--- src/logic/sdma_pkg.sv ---
// SDMA shared definitions
`default_nettype none

package sdma_pkg;

  localparam int ADDR_W     = 32;
  localparam int BEAT_BYTES = 8;
  localparam int DATA_W     = BEAT_BYTES * 8;
  localparam int LEN_W      = 16;
  localparam int FIFO_DEPTH = 4;

  // Port codes
  localparam logic [1:0] PORT_DC1 = 2'd0;
  localparam logic [1:0] PORT_DC2 = 2'd1;
  localparam logic [1:0] PORT_WC  = 2'd2;

  // Weight port windows
  localparam logic [ADDR_W-1:0] WMEM_SADDR = 32'h0000_0000;
  localparam logic [ADDR_W-1:0] WMEM_EADDR = 32'h0000_0FFF;
  localparam logic [ADDR_W-1:0] BMEM_SADDR = 32'h0000_1000;
  localparam logic [ADDR_W-1:0] BMEM_EADDR = 32'h0000_13FF;

  typedef struct packed {
    logic [1:0]        src_port;
    logic [1:0]        dst_port;
    logic [ADDR_W-1:0] src_addr;
    logic [ADDR_W-1:0] dst_addr;
    logic [LEN_W-1:0]  length;
    logic              shuffle_en;
    logic [2:0]        shuffle_idx;
  } sdma_inst_t;

  typedef struct packed {
    logic [BEAT_BYTES-1:0] ena;
    logic                  wea;
    logic [ADDR_W-1:0]     addr;
    logic [DATA_W-1:0]     wdata;
  } mem_req_t;

  typedef struct packed {
    logic                  ready;
    logic [DATA_W-1:0]     rdata;
    logic [BEAT_BYTES-1:0] rvld;
  } mem_rsp_t;

endpackage

`default_nettype wire

--- src/logic/sdma_top_ctrl.sv ---
// SDMA instruction control
`default_nettype none

module sdma_top_ctrl (
  input  wire logic                 i_clk,
  input  wire logic                 i_reset,
  input  wire sdma_pkg::sdma_inst_t i_inst,
  input  wire logic                 i_inst_vld,
  input  wire logic                 i_wr_last,
  output logic                      o_ready,
  output sdma_pkg::sdma_inst_t      o_inst,
  output logic                      o_start
);

  logic accept;

  assign accept = i_inst_vld && o_ready;

  // Idle until an instruction lands and busy until the last write
  always_ff @(posedge i_clk) begin
    if (i_reset) begin
      o_ready <= 1'b1;
      o_start <= 1'b0;
      o_inst  <= '0;
    end else begin
      o_start <= accept;
      if (accept) begin
        o_inst  <= i_inst;
        o_ready <= 1'b0;
      end else if (i_wr_last) begin
        o_ready <= 1'b1;
      end
    end
  end

  // --------------------
  a_nonzero_length: assert property (
    @(posedge i_clk) disable iff (i_reset)
    accept |-> (i_inst.length != '0)
  );

endmodule

`default_nettype wire

--- src/logic/sdma_addr_path.sv ---
// SDMA address generation
`default_nettype none

module sdma_addr_path (
  input  wire logic                          i_clk,
  input  wire logic                          i_reset,
  input  wire sdma_pkg::sdma_inst_t          i_inst,
  input  wire logic                          i_start,
  input  wire logic                          i_src_ready,
  input  wire logic                          i_pop,
  output sdma_pkg::mem_req_t                 o_rd_req,
  output logic [sdma_pkg::ADDR_W-1:0]        o_wr_addr,
  output logic [sdma_pkg::BEAT_BYTES-1:0]    o_wr_ena
);

  localparam int CRED_W = $clog2(sdma_pkg::FIFO_DEPTH + 1);

  logic [sdma_pkg::LEN_W-1:0]      beats;
  logic [sdma_pkg::BEAT_BYTES-1:0] last_ena;
  logic [sdma_pkg::LEN_W-1:0]      rd_left;
  logic [sdma_pkg::LEN_W-1:0]      wr_left;
  logic [sdma_pkg::ADDR_W-1:0]     rd_addr;
  logic [CRED_W-1:0]               credit;
  logic                            rd_go;
  logic                            rd_fire;

  // Beat count rounded up and the tail strobe from length mod 8
  assign beats    = (i_inst.length >> 3) + sdma_pkg::LEN_W'(|i_inst.length[2:0]);
  assign last_ena = (i_inst.length[2:0] == 3'd0) ? '1 :
                    ~({sdma_pkg::BEAT_BYTES{1'b1}} << i_inst.length[2:0]);

  // Credits cover beats in flight plus beats buffered
  assign rd_go   = (rd_left != '0) && (credit < CRED_W'(sdma_pkg::FIFO_DEPTH));
  assign rd_fire = (|o_rd_req.ena) && i_src_ready;

  always_comb begin
    o_rd_req      = '0;
    o_rd_req.addr = rd_addr;
    if (rd_go) begin
      o_rd_req.ena = (rd_left == sdma_pkg::LEN_W'(1)) ? last_ena : '1;
    end
  end

  assign o_wr_ena = (wr_left == '0) ? '0 :
                    (wr_left == sdma_pkg::LEN_W'(1)) ? last_ena : '1;

  always_ff @(posedge i_clk) begin
    if (i_reset) begin
      rd_left   <= '0;
      wr_left   <= '0;
      rd_addr   <= '0;
      o_wr_addr <= '0;
      credit    <= '0;
    end else begin
      if (i_start) begin
        rd_left   <= beats;
        wr_left   <= beats;
        rd_addr   <= i_inst.src_addr;
        o_wr_addr <= i_inst.dst_addr;
      end else begin
        if (rd_fire) begin
          rd_left <= rd_left - 1'b1;
          rd_addr <= rd_addr + sdma_pkg::ADDR_W'(sdma_pkg::BEAT_BYTES);
        end
        if (i_pop) begin
          wr_left   <= wr_left - 1'b1;
          o_wr_addr <= o_wr_addr + sdma_pkg::ADDR_W'(sdma_pkg::BEAT_BYTES);
        end
      end
      credit <= credit + CRED_W'(rd_fire) - CRED_W'(i_pop);
    end
  end

  // --------------------
  a_credit_limit: assert property (
    @(posedge i_clk) disable iff (i_reset)
    credit <= CRED_W'(sdma_pkg::FIFO_DEPTH)
  );

endmodule

`default_nettype wire

--- src/logic/sdma_data_path.sv ---
// SDMA beat buffer and write issue
`default_nettype none

module sdma_data_path (
  input  wire logic                          i_clk,
  input  wire logic                          i_reset,
  input  wire sdma_pkg::sdma_inst_t          i_inst,
  input  wire logic [sdma_pkg::DATA_W-1:0]   i_rdata,
  input  wire logic [sdma_pkg::BEAT_BYTES-1:0] i_rvld,
  input  wire logic                          i_dst_ready,
  input  wire logic [sdma_pkg::ADDR_W-1:0]   i_wr_addr,
  input  wire logic [sdma_pkg::BEAT_BYTES-1:0] i_wr_ena,
  output sdma_pkg::mem_req_t                 o_wr_req,
  output logic                               o_pop,
  output logic                               o_wr_last
);

  localparam int PTR_W = $clog2(sdma_pkg::FIFO_DEPTH);
  localparam int CNT_W = PTR_W + 1;

  logic [sdma_pkg::DATA_W-1:0] fifo_mem [sdma_pkg::FIFO_DEPTH];
  logic [PTR_W-1:0]            wr_ptr;
  logic [PTR_W-1:0]            rd_ptr;
  logic [CNT_W-1:0]            count;
  logic                        push;
  logic [sdma_pkg::DATA_W-1:0] head;
  logic [sdma_pkg::DATA_W-1:0] shuffled;
  logic [2:0]                  sel;
  logic [sdma_pkg::LEN_W-1:0]  beats;
  logic [sdma_pkg::LEN_W-1:0]  wr_cnt;

  assign push  = |i_rvld;
  assign head  = fifo_mem[rd_ptr];
  assign beats = (i_inst.length >> 3) + sdma_pkg::LEN_W'(|i_inst.length[2:0]);

  always_ff @(posedge i_clk) begin
    if (push) begin
      fifo_mem[wr_ptr] <= i_rdata;
    end
  end

  // --------------------
  // Byte k takes head byte (k + idx) mod 8
  always_comb begin
    shuffled = '0;
    sel      = '0;
    for (int k = 0; k < sdma_pkg::BEAT_BYTES; k++) begin
      sel = 3'(k) + i_inst.shuffle_idx;
      shuffled[8*k +: 8] = head[8*sel +: 8];
    end
  end

  always_comb begin
    o_wr_req       = '0;
    o_wr_req.addr  = i_wr_addr;
    o_wr_req.wdata = i_inst.shuffle_en ? shuffled : head;
    if (count != '0) begin
      o_wr_req.ena = i_wr_ena;
      o_wr_req.wea = 1'b1;
    end
  end

  assign o_pop     = (|o_wr_req.ena) && i_dst_ready;
  assign o_wr_last = o_pop && (wr_cnt == beats - 1'b1);

  always_ff @(posedge i_clk) begin
    if (i_reset) begin
      wr_ptr <= '0;
      rd_ptr <= '0;
      count  <= '0;
      wr_cnt <= '0;
    end else begin
      if (push) begin
        wr_ptr <= wr_ptr + 1'b1;
      end
      if (o_pop) begin
        rd_ptr <= rd_ptr + 1'b1;
      end
      count <= count + CNT_W'(push) - CNT_W'(o_pop);
      if (o_wr_last) begin
        wr_cnt <= '0;
      end else if (o_pop) begin
        wr_cnt <= wr_cnt + 1'b1;
      end
    end
  end

  // Read credits upstream keep the buffer from overrunning
  a_no_overflow: assert property (
    @(posedge i_clk) disable iff (i_reset)
    push |-> (count != CNT_W'(sdma_pkg::FIFO_DEPTH))
  );

endmodule

`default_nettype wire

--- src/logic/sdma_port_mux.sv ---
// SDMA port steering
`default_nettype none

module sdma_port_mux (
  input  wire sdma_pkg::sdma_inst_t i_inst,
  input  wire sdma_pkg::mem_req_t   i_rd_req,
  input  wire sdma_pkg::mem_req_t   i_wr_req,
  input  wire sdma_pkg::mem_rsp_t   i_dc1_rsp,
  input  wire sdma_pkg::mem_rsp_t   i_dc2_rsp,
  input  wire sdma_pkg::mem_rsp_t   i_wc_rsp,
  output sdma_pkg::mem_req_t        o_dc1_req,
  output sdma_pkg::mem_req_t        o_dc2_req,
  output sdma_pkg::mem_req_t        o_wc_req,
  output sdma_pkg::mem_rsp_t        o_src_rsp,
  output logic                      o_dst_ready
);

  // Reads go to the source, writes to the destination
  always_comb begin
    o_dc1_req = '0;
    o_dc2_req = '0;
    o_wc_req  = '0;
    case (i_inst.src_port)
      sdma_pkg::PORT_DC1: o_dc1_req = i_rd_req;
      sdma_pkg::PORT_DC2: o_dc2_req = i_rd_req;
      sdma_pkg::PORT_WC:  o_wc_req  = i_rd_req;
      default: ;
    endcase
    case (i_inst.dst_port)
      sdma_pkg::PORT_DC1: o_dc1_req = i_wr_req;
      sdma_pkg::PORT_DC2: o_dc2_req = i_wr_req;
      sdma_pkg::PORT_WC:  o_wc_req  = i_wr_req;
      default: ;
    endcase
  end

  always_comb begin
    o_src_rsp   = '0;
    o_dst_ready = 1'b0;
    case (i_inst.src_port)
      sdma_pkg::PORT_DC1: o_src_rsp = i_dc1_rsp;
      sdma_pkg::PORT_DC2: o_src_rsp = i_dc2_rsp;
      sdma_pkg::PORT_WC:  o_src_rsp = i_wc_rsp;
      default: ;
    endcase
    case (i_inst.dst_port)
      sdma_pkg::PORT_DC1: o_dst_ready = i_dc1_rsp.ready;
      sdma_pkg::PORT_DC2: o_dst_ready = i_dc2_rsp.ready;
      sdma_pkg::PORT_WC:  o_dst_ready = i_wc_rsp.ready;
      default: ;
    endcase
  end

endmodule

`default_nettype wire

--- src/logic/sdma_window_demux.sv ---
// Weight port window decoder
`default_nettype none

module sdma_window_demux (
  input  wire logic               i_clk,
  input  wire logic               i_reset,
  input  wire sdma_pkg::mem_req_t i_wc_req,
  input  wire sdma_pkg::mem_rsp_t i_wmem_rsp,
  input  wire sdma_pkg::mem_rsp_t i_bmem_rsp,
  output sdma_pkg::mem_req_t      o_wmem_req,
  output sdma_pkg::mem_req_t      o_bmem_req,
  output sdma_pkg::mem_rsp_t      o_wc_rsp
);

  logic req_vld;
  logic in_wmem;
  logic in_bmem;
  logic rd_bmem;

  assign req_vld = |i_wc_req.ena;
  assign in_wmem = (i_wc_req.addr >= sdma_pkg::WMEM_SADDR) &&
                   (i_wc_req.addr <= sdma_pkg::WMEM_EADDR);
  assign in_bmem = (i_wc_req.addr >= sdma_pkg::BMEM_SADDR) &&
                   (i_wc_req.addr <= sdma_pkg::BMEM_EADDR);

  // Window-relative addresses
  always_comb begin
    o_wmem_req = '0;
    o_bmem_req = '0;
    if (req_vld && in_bmem) begin
      o_bmem_req      = i_wc_req;
      o_bmem_req.addr = i_wc_req.addr - sdma_pkg::BMEM_SADDR;
    end else if (req_vld) begin
      o_wmem_req      = i_wc_req;
      o_wmem_req.addr = i_wc_req.addr - sdma_pkg::WMEM_SADDR;
    end
  end

  // A transfer stays in one window, so the last read target steers data back
  always_ff @(posedge i_clk) begin
    if (i_reset) begin
      rd_bmem <= 1'b0;
    end else if (req_vld && !i_wc_req.wea && o_wc_rsp.ready) begin
      rd_bmem <= in_bmem;
    end
  end

  assign o_wc_rsp.ready = in_bmem ? i_bmem_rsp.ready : i_wmem_rsp.ready;
  assign o_wc_rsp.rdata = rd_bmem ? i_bmem_rsp.rdata : i_wmem_rsp.rdata;
  assign o_wc_rsp.rvld  = rd_bmem ? i_bmem_rsp.rvld  : i_wmem_rsp.rvld;

  // --------------------
  a_in_window: assert property (
    @(posedge i_clk) disable iff (i_reset)
    req_vld |-> (in_wmem || in_bmem)
  );

endmodule

`default_nettype wire

--- src/logic/sdma_top.sv ---
// SDMA move engine top
`default_nettype none

module sdma_top (
  input  wire logic                 i_clk,
  input  wire logic                 i_reset,
  input  wire sdma_pkg::sdma_inst_t i_inst,
  input  wire logic                 i_inst_vld,
  output logic                      o_ready,
  output sdma_pkg::mem_req_t        o_dc1_req,
  input  wire sdma_pkg::mem_rsp_t   i_dc1_rsp,
  output sdma_pkg::mem_req_t        o_dc2_req,
  input  wire sdma_pkg::mem_rsp_t   i_dc2_rsp,
  output sdma_pkg::mem_req_t        o_wmem_req,
  input  wire sdma_pkg::mem_rsp_t   i_wmem_rsp,
  output sdma_pkg::mem_req_t        o_bmem_req,
  input  wire sdma_pkg::mem_rsp_t   i_bmem_rsp
);

  sdma_pkg::sdma_inst_t              inst;
  logic                              start;
  logic                              wr_last;
  logic                              pop;
  logic                              dst_ready;
  logic [sdma_pkg::ADDR_W-1:0]       wr_addr;
  logic [sdma_pkg::BEAT_BYTES-1:0]   wr_ena;
  sdma_pkg::mem_req_t                rd_req;
  sdma_pkg::mem_req_t                wr_req;
  sdma_pkg::mem_req_t                wc_req;
  sdma_pkg::mem_rsp_t                src_rsp;
  sdma_pkg::mem_rsp_t                wc_rsp;

  sdma_top_ctrl u_sdma_top_ctrl (
    .i_clk      (i_clk),
    .i_reset    (i_reset),
    .i_inst     (i_inst),
    .i_inst_vld (i_inst_vld),
    .i_wr_last  (wr_last),
    .o_ready    (o_ready),
    .o_inst     (inst),
    .o_start    (start)
  );

  sdma_addr_path u_sdma_addr_path (
    .i_clk       (i_clk),
    .i_reset     (i_reset),
    .i_inst      (inst),
    .i_start     (start),
    .i_src_ready (src_rsp.ready),
    .i_pop       (pop),
    .o_rd_req    (rd_req),
    .o_wr_addr   (wr_addr),
    .o_wr_ena    (wr_ena)
  );

  sdma_data_path u_sdma_data_path (
    .i_clk       (i_clk),
    .i_reset     (i_reset),
    .i_inst      (inst),
    .i_rdata     (src_rsp.rdata),
    .i_rvld      (src_rsp.rvld),
    .i_dst_ready (dst_ready),
    .i_wr_addr   (wr_addr),
    .i_wr_ena    (wr_ena),
    .o_wr_req    (wr_req),
    .o_pop       (pop),
    .o_wr_last   (wr_last)
  );

  sdma_port_mux u_sdma_port_mux (
    .i_inst      (inst),
    .i_rd_req    (rd_req),
    .i_wr_req    (wr_req),
    .i_dc1_rsp   (i_dc1_rsp),
    .i_dc2_rsp   (i_dc2_rsp),
    .i_wc_rsp    (wc_rsp),
    .o_dc1_req   (o_dc1_req),
    .o_dc2_req   (o_dc2_req),
    .o_wc_req    (wc_req),
    .o_src_rsp   (src_rsp),
    .o_dst_ready (dst_ready)
  );

  sdma_window_demux u_sdma_window_demux (
    .i_clk      (i_clk),
    .i_reset    (i_reset),
    .i_wc_req   (wc_req),
    .i_wmem_rsp (i_wmem_rsp),
    .i_bmem_rsp (i_bmem_rsp),
    .o_wmem_req (o_wmem_req),
    .o_bmem_req (o_bmem_req),
    .o_wc_rsp   (wc_rsp)
  );

endmodule

`default_nettype wire

--- config.mk ---
export PLATFORM = sky130hd
export DESIGN_NAME = sdma_top
export DESIGN_NICKNAME = d
export VERILOG_FILES = /design/src/logic/sdma_pkg.sv /design/src/logic/sdma_top_ctrl.sv /design/src/logic/sdma_addr_path.sv /design/src/logic/sdma_data_path.sv /design/src/logic/sdma_port_mux.sv /design/src/logic/sdma_window_demux.sv /design/src/logic/sdma_top.sv
export SDC_FILE = /design/constraint.sdc
export NUM_CORES = 1
export LEC_CHECK = 0
export ABC_AREA = 0
export BUFFER_PORTS_ARGS = -buffer_cell sky130_fd_sc_hd__buf_4
export CORE_AREA = 5 5 311 313
export CTS_CLUSTER_DIAMETER = 150
export DETAILED_ROUTE_END_ITERATION = 16
export DIE_AREA = 0 0 316 318
export REMOVE_ABC_BUFFERS = 1
export SLEW_MARGIN = 20
export SYNTH_ARGS = -nofsm -noshare
export SYNTH_HDL_FRONTEND = slang
export SYNTH_HIERARCHICAL = 1
export SYNTH_SLANG_ARGS = --single-unit
--- constraint.sdc ---
create_clock -name i_clk -period 7.7 [get_ports i_clk]
set_clock_uncertainty 0.15 [all_clocks]
set_input_delay 0.385 -clock i_clk [delete_from_list [all_inputs] [get_ports i_clk]]
set_output_delay 0.385 -clock i_clk [all_outputs]
set_load 0.1 [all_outputs]
==> results of run 1 <==
what timing repair did:
| item | in CTS | in global routing |
|---|---|---|
| hold buffers | 103 | 0 |
| buffers inserted | 0 | 0 |
| hold endpoints to repair | 141 | 0 |
kinds of logic after synthesis:
kind of cell,Yosys count,share of synthesized area (%)
AND/OR/NAND/NOR,1305,21.4
multiplexers,310,11.6
adder cells (fa/ha/maj),28,1.05
buffers and inverters,556,8.06
flip-flops,471,34.5
AO/OA/AOI/OAI,918,20.6
XOR/XNOR,107,2.74
other,1,0.0108
per-layer routing:
layer | global-route usage, % | part of all wire, %
met4 | 7.19 | 3.0
met2 | 42.0 | 48
met3 | 2.77 | 5.4
met5 | 0 | 0
met1 | 33.7 | 44
final timing paths:
check | start | endpoint | slack (ns) | depth (start not counted)
worst min-delay path | i_dc2_rsp[9] | u_sdma_data_path/fifo_mem[0][1]$_DFFE_PP_ | 0.03 | 2
worst max-delay path | u_sdma_addr_path/wr_left[8]$_SDFFE_PP0N_ | o_bmem_req[74] | 1.57 | 12
worst min register to register | u_sdma_top_ctrl/o_inst[31]$_SDFFE_PP0P_ | u_sdma_addr_path/o_wr_addr[11]$_SDFFE_PP0N_ | 0.30 | 2
worst max register to register | u_sdma_top_ctrl/o_inst[84]$_SDFFE_PP0P_ | u_sdma_addr_path/credit[2]$_SDFF_PP0_ | 1.77 | 20
per-stage QoR:
| stage | instances | power (mW) |
|---|---|---|
| floorplan | 3290 | 8.02 |
| global placement | 5413 | 9.77 |
| detailed placement | 5413 | 9.81 |
| CTS | 5620 | 12.5 |
| global route | 5621 | 13.0 |
| finish | 5622 | 12.4 |
sequential cells by signal, indices dropped and copies added (netlist names), named ones only:
signal / cells
u_sdma_top_ctrl/o_ready: 1
u_sdma_data_path/wr_cnt: 16
u_sdma_addr_path/credit: 3
u_sdma_addr_path/wr_left: 16
u_sdma_data_path/wr_ptr: 2
u_sdma_addr_path/o_wr_addr: 32
u_sdma_top_ctrl/o_start: 1
u_sdma_addr_path/rd_left: 16
u_sdma_window_demux/rd_bmem: 1
u_sdma_top_ctrl/o_inst: 88
u_sdma_data_path/fifo_mem: 256
u_sdma_addr_path/rd_addr: 32
u_sdma_data_path/count: 3
u_sdma_data_path/rd_ptr: 2
final cells by class:
cell class	instances	area (sq um)
Inverter	86	323
Clock inverter	33	303
Fill cell	9086	50500
Timing Repair Buffer	961	7490
Antenna cell	2	5.00
Tap cell	1265	1580
Clock buffer	71	1500
Sequential cell	471	12000
Multi-Input combinational cell	2733	20300
power breakdown:
part           leakage, nW  internal, mW  switching [mW]  total [mW]
Combinational         12.9          1.91            4.69        6.60
Clock                0.880          1.51            1.09        2.60
Sequential            4.18          2.94           0.280        3.22
placed cells by master, fill, tap and decap left out, types with 64 or more instances in the layout:
cell and instances:
o21ai_0 108, and3b_1 210, nand3_1 136, conb_1 65, nor2_1 261, o2bb2ai_1 73
a21oi_1 132, mux2i_1 134, dfxtp_1 203, nor3b_1 115, a31o_2 259, mux4_2 64
buf_4 855, edfxtp_1 256, mux2_2 111, inv_1 82, nor3_1 64, nand2_1 260
dlygate4sd3_1 103
critical path: stages (launching register included):
cell	delay, ns
dfxtp_1	0.35
nor4_1	0.54
nand4_1	0.15
nor3_1	0.86
a21oi_1	0.13
nor2b_1	0.21
and3b_1	0.22
a31o_2	0.24
nor4_1	0.56
nand2_4	0.52
buf_4	0.54
and3_1	0.37
buf_4	0.26
==> flow_summary.yaml, run 1 <==
floorplan:
  io_pins: 804
  fp.dieH_um: 318
  die_area_sq_um: 100000
  initial_core_util_pct: 37.0
  coreArea_sq_um: 94000
  die_w_um: 316
  rows: 113
synthesis:
  yosysSeqAreaShare_pct: 34.5
  synthTopCellsByArea: "edfxtp_1 22%, dfxtp_1 12%, a31o_2 6.5%"
  syn_area_sq_um: 34700
  ys.flop_type: "edfxtp_1"
  ys_seq_elements: 471
  yosysMostFrequentCell: "nor2_1"
  yosysWarnings: 6
  yosys.cell_types.count: 82
  synth.top_cell.area_share_pct: 22.1
  synth_top_area_cell: "edfxtp_1"
  synth.top_cells.by_count: "262 x nor2_1, 261 x nand2_1, 259 x a31o_2, 256 x edfxtp_1, 215 x dfxtp_1"
  syn_inst: 3696
  ys_async_sr_fraction_pct: 0
  synth_area_per_cell_sq_um: 9.40
  synth_edf_count: 256
worst_setup_path:
  critical_path_required_ns: 7.16
  cp_data_arrival_time_ns: 5.59
  cp-end-kind: "output port"
  crit_fanout: 75
  cp-start-kind: "register"
  worstSetupPathType: "register to output port"
global_route:
  grt_first_pass_wirelength_um: 195000
  grt_pass1_vias: 30700
  grt_max_degree: 162
  grt_overflow: 0
  antenna_found_initial: 6
  grt_usage_pct: 24.9
placement:
  portBuffers: 803
  placed_cell_area_sq_um: 40700
  dpl.hpwl_um: 94900
  gp_congestion: 0.909
  place_ws_ns: 1.92
sta:
  finalCriticalPeriod_ns: 6.13
  slew_headroom_pct: 8.18
  clock.fmax_mhz: 163
  hold_slack_ns: 0.0316
  rsz0062_at_grt: "false"
  fin_crit_sh_pct: 79.6
  hold_viol: 0
  worstMarginPinSlew_ns: 1.36
  setup_violations: 0
  setup_ws_ns: 1.57
  fin_tns_setup_ns: 0
  slew_violations: 0
clock_tree:
  clock_path_buffers: 3
  htreeDepth: 2
  cts-resized-gates: 0
  clockRootBuffer: "clkbuf_16"
  cts_made_buffers: 56
  cts_tree: "yes"
  insertion_delay_ns: 0.61
  cts_sinks: 471
  cts.clk_slew.worst_paths_ns: 0.06
power_and_ir_drop:
  p_per_area_nw_per_um2: 285
  peakVddDrop_uv: 193
  power.leakage_nw: 17.9
detailed_routing:
  remaining_drc_errors: 0
  num_vias: 31800
  drt_iter0_markers: 2830
  wl_per_cell_um: 23.8
  drtPass1Iterations: 6
  viasPerCell: 5.66
  ant_nets: 0
  wl_um: 134000
finish:
  finalNetCount: 4720
  post-route-util_pct: 46.3
  drive_gt1_share_pct: 34.7
  stdcell_area_sq_um: 43500
  area_delta_synth_final_pct: 25.3
hold_path:
  hold_class: "input port to register"
run:
  drv_cap: 0
outcome:
  status: "complete, no violations"
Note: power is estimated with default switching activity, not from simulation.
==> inputs of run 2 (changes only) <==
CORE_AREA = 5 5 312 314   (was 5 5 311 313)
DIE_AREA = 0 0 317 319   (was 0 0 316 318)
clock period = 4.98 ns   (was 7.7 ns; I/O delays follow)
==> run 2 against run 1 <==
  * Count of clock-buffer cells in the layout up 1
  * Core utilization up 1.7 points
  * Flip-flop and latch count unchanged
  * Design area up 4.1%
  * Setup slack worse by 1.3 ns
  * Clock power up 62%
  * Total power up 58%
  * Routed wire length up 3.1%
  * Register-to-register slack worse by 1.5 ns
  * First-iteration DRC count down 5.9%
==> flow_summary.yaml, run 2 (synthesis gave the netlist of run 1 again) <==
finish:
  reg_top3: "u_sdma_data_path/fifo_mem (256), u_sdma_top_ctrl/o_inst (88)"
  regMostFlops: "u_sdma_data_path/fifo_mem"
  largest_register_ff_count: 256
  finalNetCount: 4882
  drive_gt1_share_pct: 35.2
  area_delta_synth_final_pct: 30.5
  layout_commonest_cell: "buf_4"
  layout_common_cells: "902 x buf_4, 261 x nor2_1, 260 x nand2_1"
  stdcell_area_sq_um: 45300
power_and_ir_drop:
  combPwrFrac_pct: 53.7
  p_clk_share_pct: 21.4
  power.leakage_nw: 18.9
  p_per_area_nw_per_um2: 434
  switching_share_pct: 48.3
  p_sw_mw: 9.49
  power.total_mw: 19.7
  p_int_mw: 10.2
  seqPwrFrac_pct: 24.9
  peakVddDrop_uv: 381
floorplan:
  initial_core_util_pct: 36.8
  die_w_um: 317
  rows: 113
  io_pins: 804
  fp.dieH_um: 319
  coreArea_sq_um: 94300
  die_area_sq_um: 101000
placement:
  dpl.hpwl_um: 98500
  portBuffers: 803
  gp_congestion: 0.922
  placed_cell_area_sq_um: 41400
  place_ws_ns: 0.147
clock_tree:
  cts_made_buffers: 55
  clock_path_buffers: 3
  cts_tree: "yes"
  cts_sinks: 471
  insertion_delay_ns: 0.62
  clockRootBuffer: "clkbuf_16"
  cts.clk_slew.worst_paths_ns: 0.06
  htreeDepth: 2
worst_setup_path:
  cpPeakStageDelay_ns: 0.43
  cp_data_arrival_time_ns: 4.34
  path_cells: "nor4_2, nand4_1, nor3_1, buf_4, inv_1, nor2b_1, and3b_1, a31o_2, nor4_2, nand2_4, buf_4, nand2_1, nor2_1, buf_4"
  cpMaxStageDelayCell: "nor4_2"
  crit_fanout: 83
  cp-end-kind: "output port"
  cp-start-kind: "register"
  critPathBufInv: 4
  cp_top_family: "simple AND/OR/NAND/NOR gates"
  critical_path_required_ns: 4.58
  crit_top_cell: "buf_4"
  worstSetupPathType: "register to output port"
global_route:
  grt_overflow: 0
  grt_pass1_vias: 31600
  grt_usage_pct: 25.5
  grt_max_degree: 122
  antenna_found_initial: 2
  grt_first_pass_wirelength_um: 201000
sta:
  fin_crit_sh_pct: 95.2
  slew_violations: 0
  setup_violations: 0
  worstMarginPinSlew_ns: 1.18
  clock.fmax_mhz: 211
  finalCriticalPeriod_ns: 4.74
  slew_headroom_pct: 20.4
  rsz0062_at_grt: "true"
  hold_viol: 0
  setup_ws_ns: 0.238
outcome:
  status: "complete, no violations"
detailed_routing:
  num_vias: 32700
  wl_um: 138000
  wl_per_cell_um: 23.8
  remaining_drc_errors: 0
  drtPass1Iterations: 5
  drt_iter0_markers: 2663
  viasPerCell: 5.66
  ant_nets: 0
hold_path:
  hold_class: "input port to register"
run:
  drv_cap: 0
run 2: changes by cell type in the layout (fill, tap and decap cells not counted), moves of 3 or more:
cell / delta
clkbuf_8: +5
clkinv_2: -5
nor4_2: +4
dlygate4sd3_1: +97
buf_12: +16
clkinv_1: -9
nor4_1: -4
buf_4: +47
inv_6: +3
run 2: layout make-up:
cell class	count	area, sq um
Fill cell	8848	49000
Multi-Input combinational cell	2734	20300
Sequential cell	471	12000
Timing Repair Buffer	1123	9160
Tap cell	1265	1580
Clock buffer	72	1520
Clock inverter	28	358
Inverter	86	323
Antenna cell	1	2.50
run 2: final timing paths:
path	startpoint	endpoint	slack [ns]	depth (start not counted)
setup / recovery	u_sdma_addr_path/wr_left[8]$_SDFFE_PP0N_	o_bmem_req[2]	0.24	14
hold / removal	i_dc2_rsp[25]	u_sdma_data_path/fifo_mem[2][17]$_DFFE_PP_	0.008	2
setup reg to reg	u_sdma_top_ctrl/o_inst[84]$_SDFFE_PP0P_	u_sdma_addr_path/wr_left[11]$_SDFFE_PP0N_	0.31	18
hold reg to reg	u_sdma_top_ctrl/o_inst[23]$_SDFFE_PP0P_	u_sdma_addr_path/o_wr_addr[3]$_SDFFE_PP0N_	0.31	2
run 2: metal layers:
metal,vias to the layer above,wire [um],global-route usage [%]
met4,2,4310,7.51
met2,1252,65500,42.8
met1,16000,59900,34.6
li1,15200,-,-
met5,-,13,0
met3,204,8110,3.01
run 2: timing repair:
action | CTS | global route
hold endpoints to repair | 324 | 0
setup endpoints to repair | 0 | 201
gates resized for setup | 0 | 7
hold buffers | 200 | 0
buffers inserted | 0 | 1
run 2: stage by stage:
step                      utilization, %  hold slack (ns)  cells  TNS (ns)
after floorplan                        -            0.161   3290  -4914.91
after global placement              43.9            0.300   5477         0
after detailed placement            43.9            0.298   5477         0
after CTS                           48.0          0.00557   5777         0
after global routing                48.1           0.0321   5779  -0.00304
final                               48.1          0.00780   5780         0
run 2: worst reg2reg max path: cells and delay by family, from the launching register on:
family	cells	cell delay, ns
flops	1	0.41
buf+inv	3	0.39
simple gates	8	2.34
mux	1	0.24
compound gates	5	0.82
xor+xnor	1	0.15
run 2: power groups by stage:
stage | Clock (mW) | Sequential (mW) | Combinational, mW
floorplan | 0 | 5.04 | 7.36
global placement | 0 | 4.97 | 10.3
detailed placement | 0 | 4.99 | 10.3
CTS | 4.31 | 4.91 | 10.5
global route | 4.46 | 4.95 | 11.1
finish | 4.21 | 4.90 | 10.6
==> inputs of run 3 (changes only) <==
CORE_AREA = 5 5 309 311   (was 5 5 312 314)
CTS_BUF_LIST = sky130_fd_sc_hd__clkbuf_8   (was not set)
DIE_AREA = 0 0 314 316   (was 0 0 317 319)
==> run 3 against run 2 <==
  * Critical path depth rose by 6
  * Core utilization rose by 1.0 points
  * Via count rose by 1.7%
  * Setup slack barely moved
  * Die area fell by 1.9%
  * Flip-flop and latch count did not move
  * Clock power fell by 7.4%
  * Sequential power fell by 0.8%
  * Global-route usage rose by 1.1 points
  * Critical endpoint is now u_sdma_addr_path/o_wr_addr[21]$_SDFFE_PP0N_
  * Largest power group unchanged
==> flow_summary.yaml, run 3 (synthesis gave the netlist of run 1 again) <==
power_and_ir_drop:
  power.leakage_nw: 19.0
  power.total_mw: 19.4
  peakVddDrop_uv: 351
  p_per_area_nw_per_um2: 427
worst_setup_path:
  critical_path_required_ns: 5.40
  reg2reg_to: "u_sdma_addr_path/o_wr_addr[21]$_SDFFE_PP0N_"
  cp-end-kind: "register"
  cp_data_arrival_time_ns: 5.16
  critPathBufInv: 5
  path_cells: "buf_16, and3b_1, a31o_2, inv_1, ha_1, nor3b_1, nand4_1, a2bb2oi_2, nand2_4, mux2_1, inv_1, o22ai_1, o31ai_1, a21o_1, inv_2, buf_4, and3_1, nand4_1, or3_1, a311oi_1"
  regToRegSetupSlack_ns: 0.24
  r2r-start: "u_sdma_top_ctrl/o_inst[84]$_SDFFE_PP0P_"
  crit_fanout: 34
  cpMaxStageDelayCell: "or3_1"
  reg2reg_depth: 20
  cp_top_family: "simple AND/OR/NAND/NOR gates"
  worstSetupPathType: "register to register"
  cpPeakStageDelay_ns: 0.43
  cp-start-kind: "register"
finish:
  layout_commonest_cell: "buf_4"
  reg_top3: "u_sdma_data_path/fifo_mem (256), u_sdma_top_ctrl/o_inst (88)"
  largest_register_ff_count: 256
  finalNetCount: 4936
  regMostFlops: "u_sdma_data_path/fifo_mem"
  post-route-util_pct: 49.1
  drive_gt1_share_pct: 35.2
  stdcell_area_sq_um: 45400
  stdcell_count: 5803
  layout_common_cells: "902 x buf_4, 261 x nor2_1, 260 x nand2_1"
  area_delta_synth_final_pct: 30.7
clock_tree:
  cts.clk_slew.worst_paths_ns: 0.06
  htreeDepth: 3
  clock_path_buffers: 3
  cts_sinks: 471
  clockRootBuffer: "clkbuf_8"
  cts_tree: "yes"
  cts_setup_buffers: 0
  cts_made_buffers: 86
  insertion_delay_ns: 0.69
sta:
  setup_violations: 0
  rsz0062_at_grt: "false"
  fin_crit_sh_pct: 95.2
  hold_viol: 0
  clock.fmax_mhz: 211
  finalCriticalPeriod_ns: 4.74
  fin_tns_setup_ns: 0
  worstMarginPinSlew_ns: 1.15
  hold_slack_ns: 0.0564
  setup_ws_ns: 0.238
  slew_violations: 0
  slew_headroom_pct: 22.5
global_route:
  antenna_found_initial: 6
  grt_max_degree: 114
  grt_overflow: 0
  grt_pass1_vias: 32600
  grt_usage_pct: 26.6
  grt_first_pass_wirelength_um: 206000
hold_path:
  hp-start: "i_inst_vld"
  holdPathStages: 3
  hold_class: "input port to register"
  holdPathEnd: "u_sdma_top_ctrl/o_inst[36]$_SDFFE_PP0P_"
placement:
  portBuffers: 803
  place_ws_ns: 0.130
  gp_congestion: 0.906
  placed_cell_area_sq_um: 41200
  place_inst: 5403
  dpl.hpwl_um: 99200
detailed_routing:
  wl_um: 140000
  viasPerCell: 5.74
  num_vias: 33300
  drtPass1Iterations: 6
  remaining_drc_errors: 0
  wl_per_cell_um: 24.2
  drt_iter0_markers: 2852
  ant_nets: 0
floorplan:
  initial_core_util_pct: 37.6
  die_w_um: 314
  die_area_sq_um: 99200
  coreArea_sq_um: 92500
  rows: 112
  fp.dieH_um: 316
  io_pins: 804
run:
  drv_cap: 0
outcome:
  status: "complete, no violations"
[run 3: cell types whose count changed in the layout (fill, tap and decap cells not counted), sizes merged]
cell / delta
inv: +18
buf: -6
dlygate4sd3: +29
diode: +7
clkbuf: +25
clkinv: +17
bufinv: +1
[run 3: per-layer routing]
| layer | global-route usage [%] | share of wire, % | routed length [um] | up-vias |
|---|---|---|---|---|
| met4 | 8.38 | 3.1 | 4300 | 0 |
| met5 | 0 | 0 | 0 | - |
| li1 | - | - | - | 15400 |
| met3 | 3.71 | 6.3 | 8900 | 209 |
| met1 | 35.3 | 43 | 59800 | 16400 |
| met2 | 45.3 | 48 | 67500 | 1369 |
[run 3: worst max path at each step]
stage / startpoint / endpoint / slack, ns / depth (start not counted)
after floorplan: u_sdma_top_ctrl/o_inst[85]$_SDFFE_PP0P_ / u_sdma_addr_path/wr_left[11]$_SDFFE_PP0N_ / -7.77 / 19
after global placement: u_sdma_top_ctrl/o_inst[85]$_SDFFE_PP0P_ / u_sdma_addr_path/wr_left[11]$_SDFFE_PP0N_ / 0.07 / 18
after detailed placement: u_sdma_top_ctrl/o_inst[85]$_SDFFE_PP0P_ / u_sdma_addr_path/wr_left[11]$_SDFFE_PP0N_ / 0.13 / 18
after CTS: u_sdma_addr_path/wr_left[8]$_SDFFE_PP0N_ / o_bmem_req[6] / 0.03 / 13
after global routing: u_sdma_top_ctrl/o_inst[84]$_SDFFE_PP0P_ / u_sdma_addr_path/o_wr_addr[19]$_SDFFE_PP0N_ / 0.01 / 20
final: u_sdma_top_ctrl/o_inst[84]$_SDFFE_PP0P_ / u_sdma_addr_path/o_wr_addr[21]$_SDFFE_PP0N_ / 0.24 / 20
[run 3: final cells by class]
type	count	area [sq um]
flip-flops and latches	471	12000
clock buffers	97	1340
repair buffers	1146	9350
well taps	1197	1500
clock inverters	64	484
fillers	8766	47100
diodes	8	20.0
multi-input cells	2734	20400
inverters	86	323
[run 3: timing repair]
item,4_1_cts,5_1_grt
gates resized for setup,0,8
setup endpoints to repair,0,193
hold buffers,229,0
endpoints found under the hold margin,347,0
[run 3: where the power goes]
part	switching, mW	internal, mW	total (mW)
combinational	7.44	3.18	10.6
sequential	0.320	4.54	4.86
clock	1.74	2.17	3.90
total	9.50	9.88	19.4
[run 3: worst register-to-register path, delay by kind of cell (launching register included)]
kind | cells | cell delay (ns)
flip-flops | 1 | 0.40
AO/OA/AOI/OAI | 6 | 1.27
adder cells (fa/ha/maj) | 1 | 0.22
multiplexers | 1 | 0.23
buffers and inverters | 5 | 0.71
AND/OR/NAND/NOR | 7 | 1.65
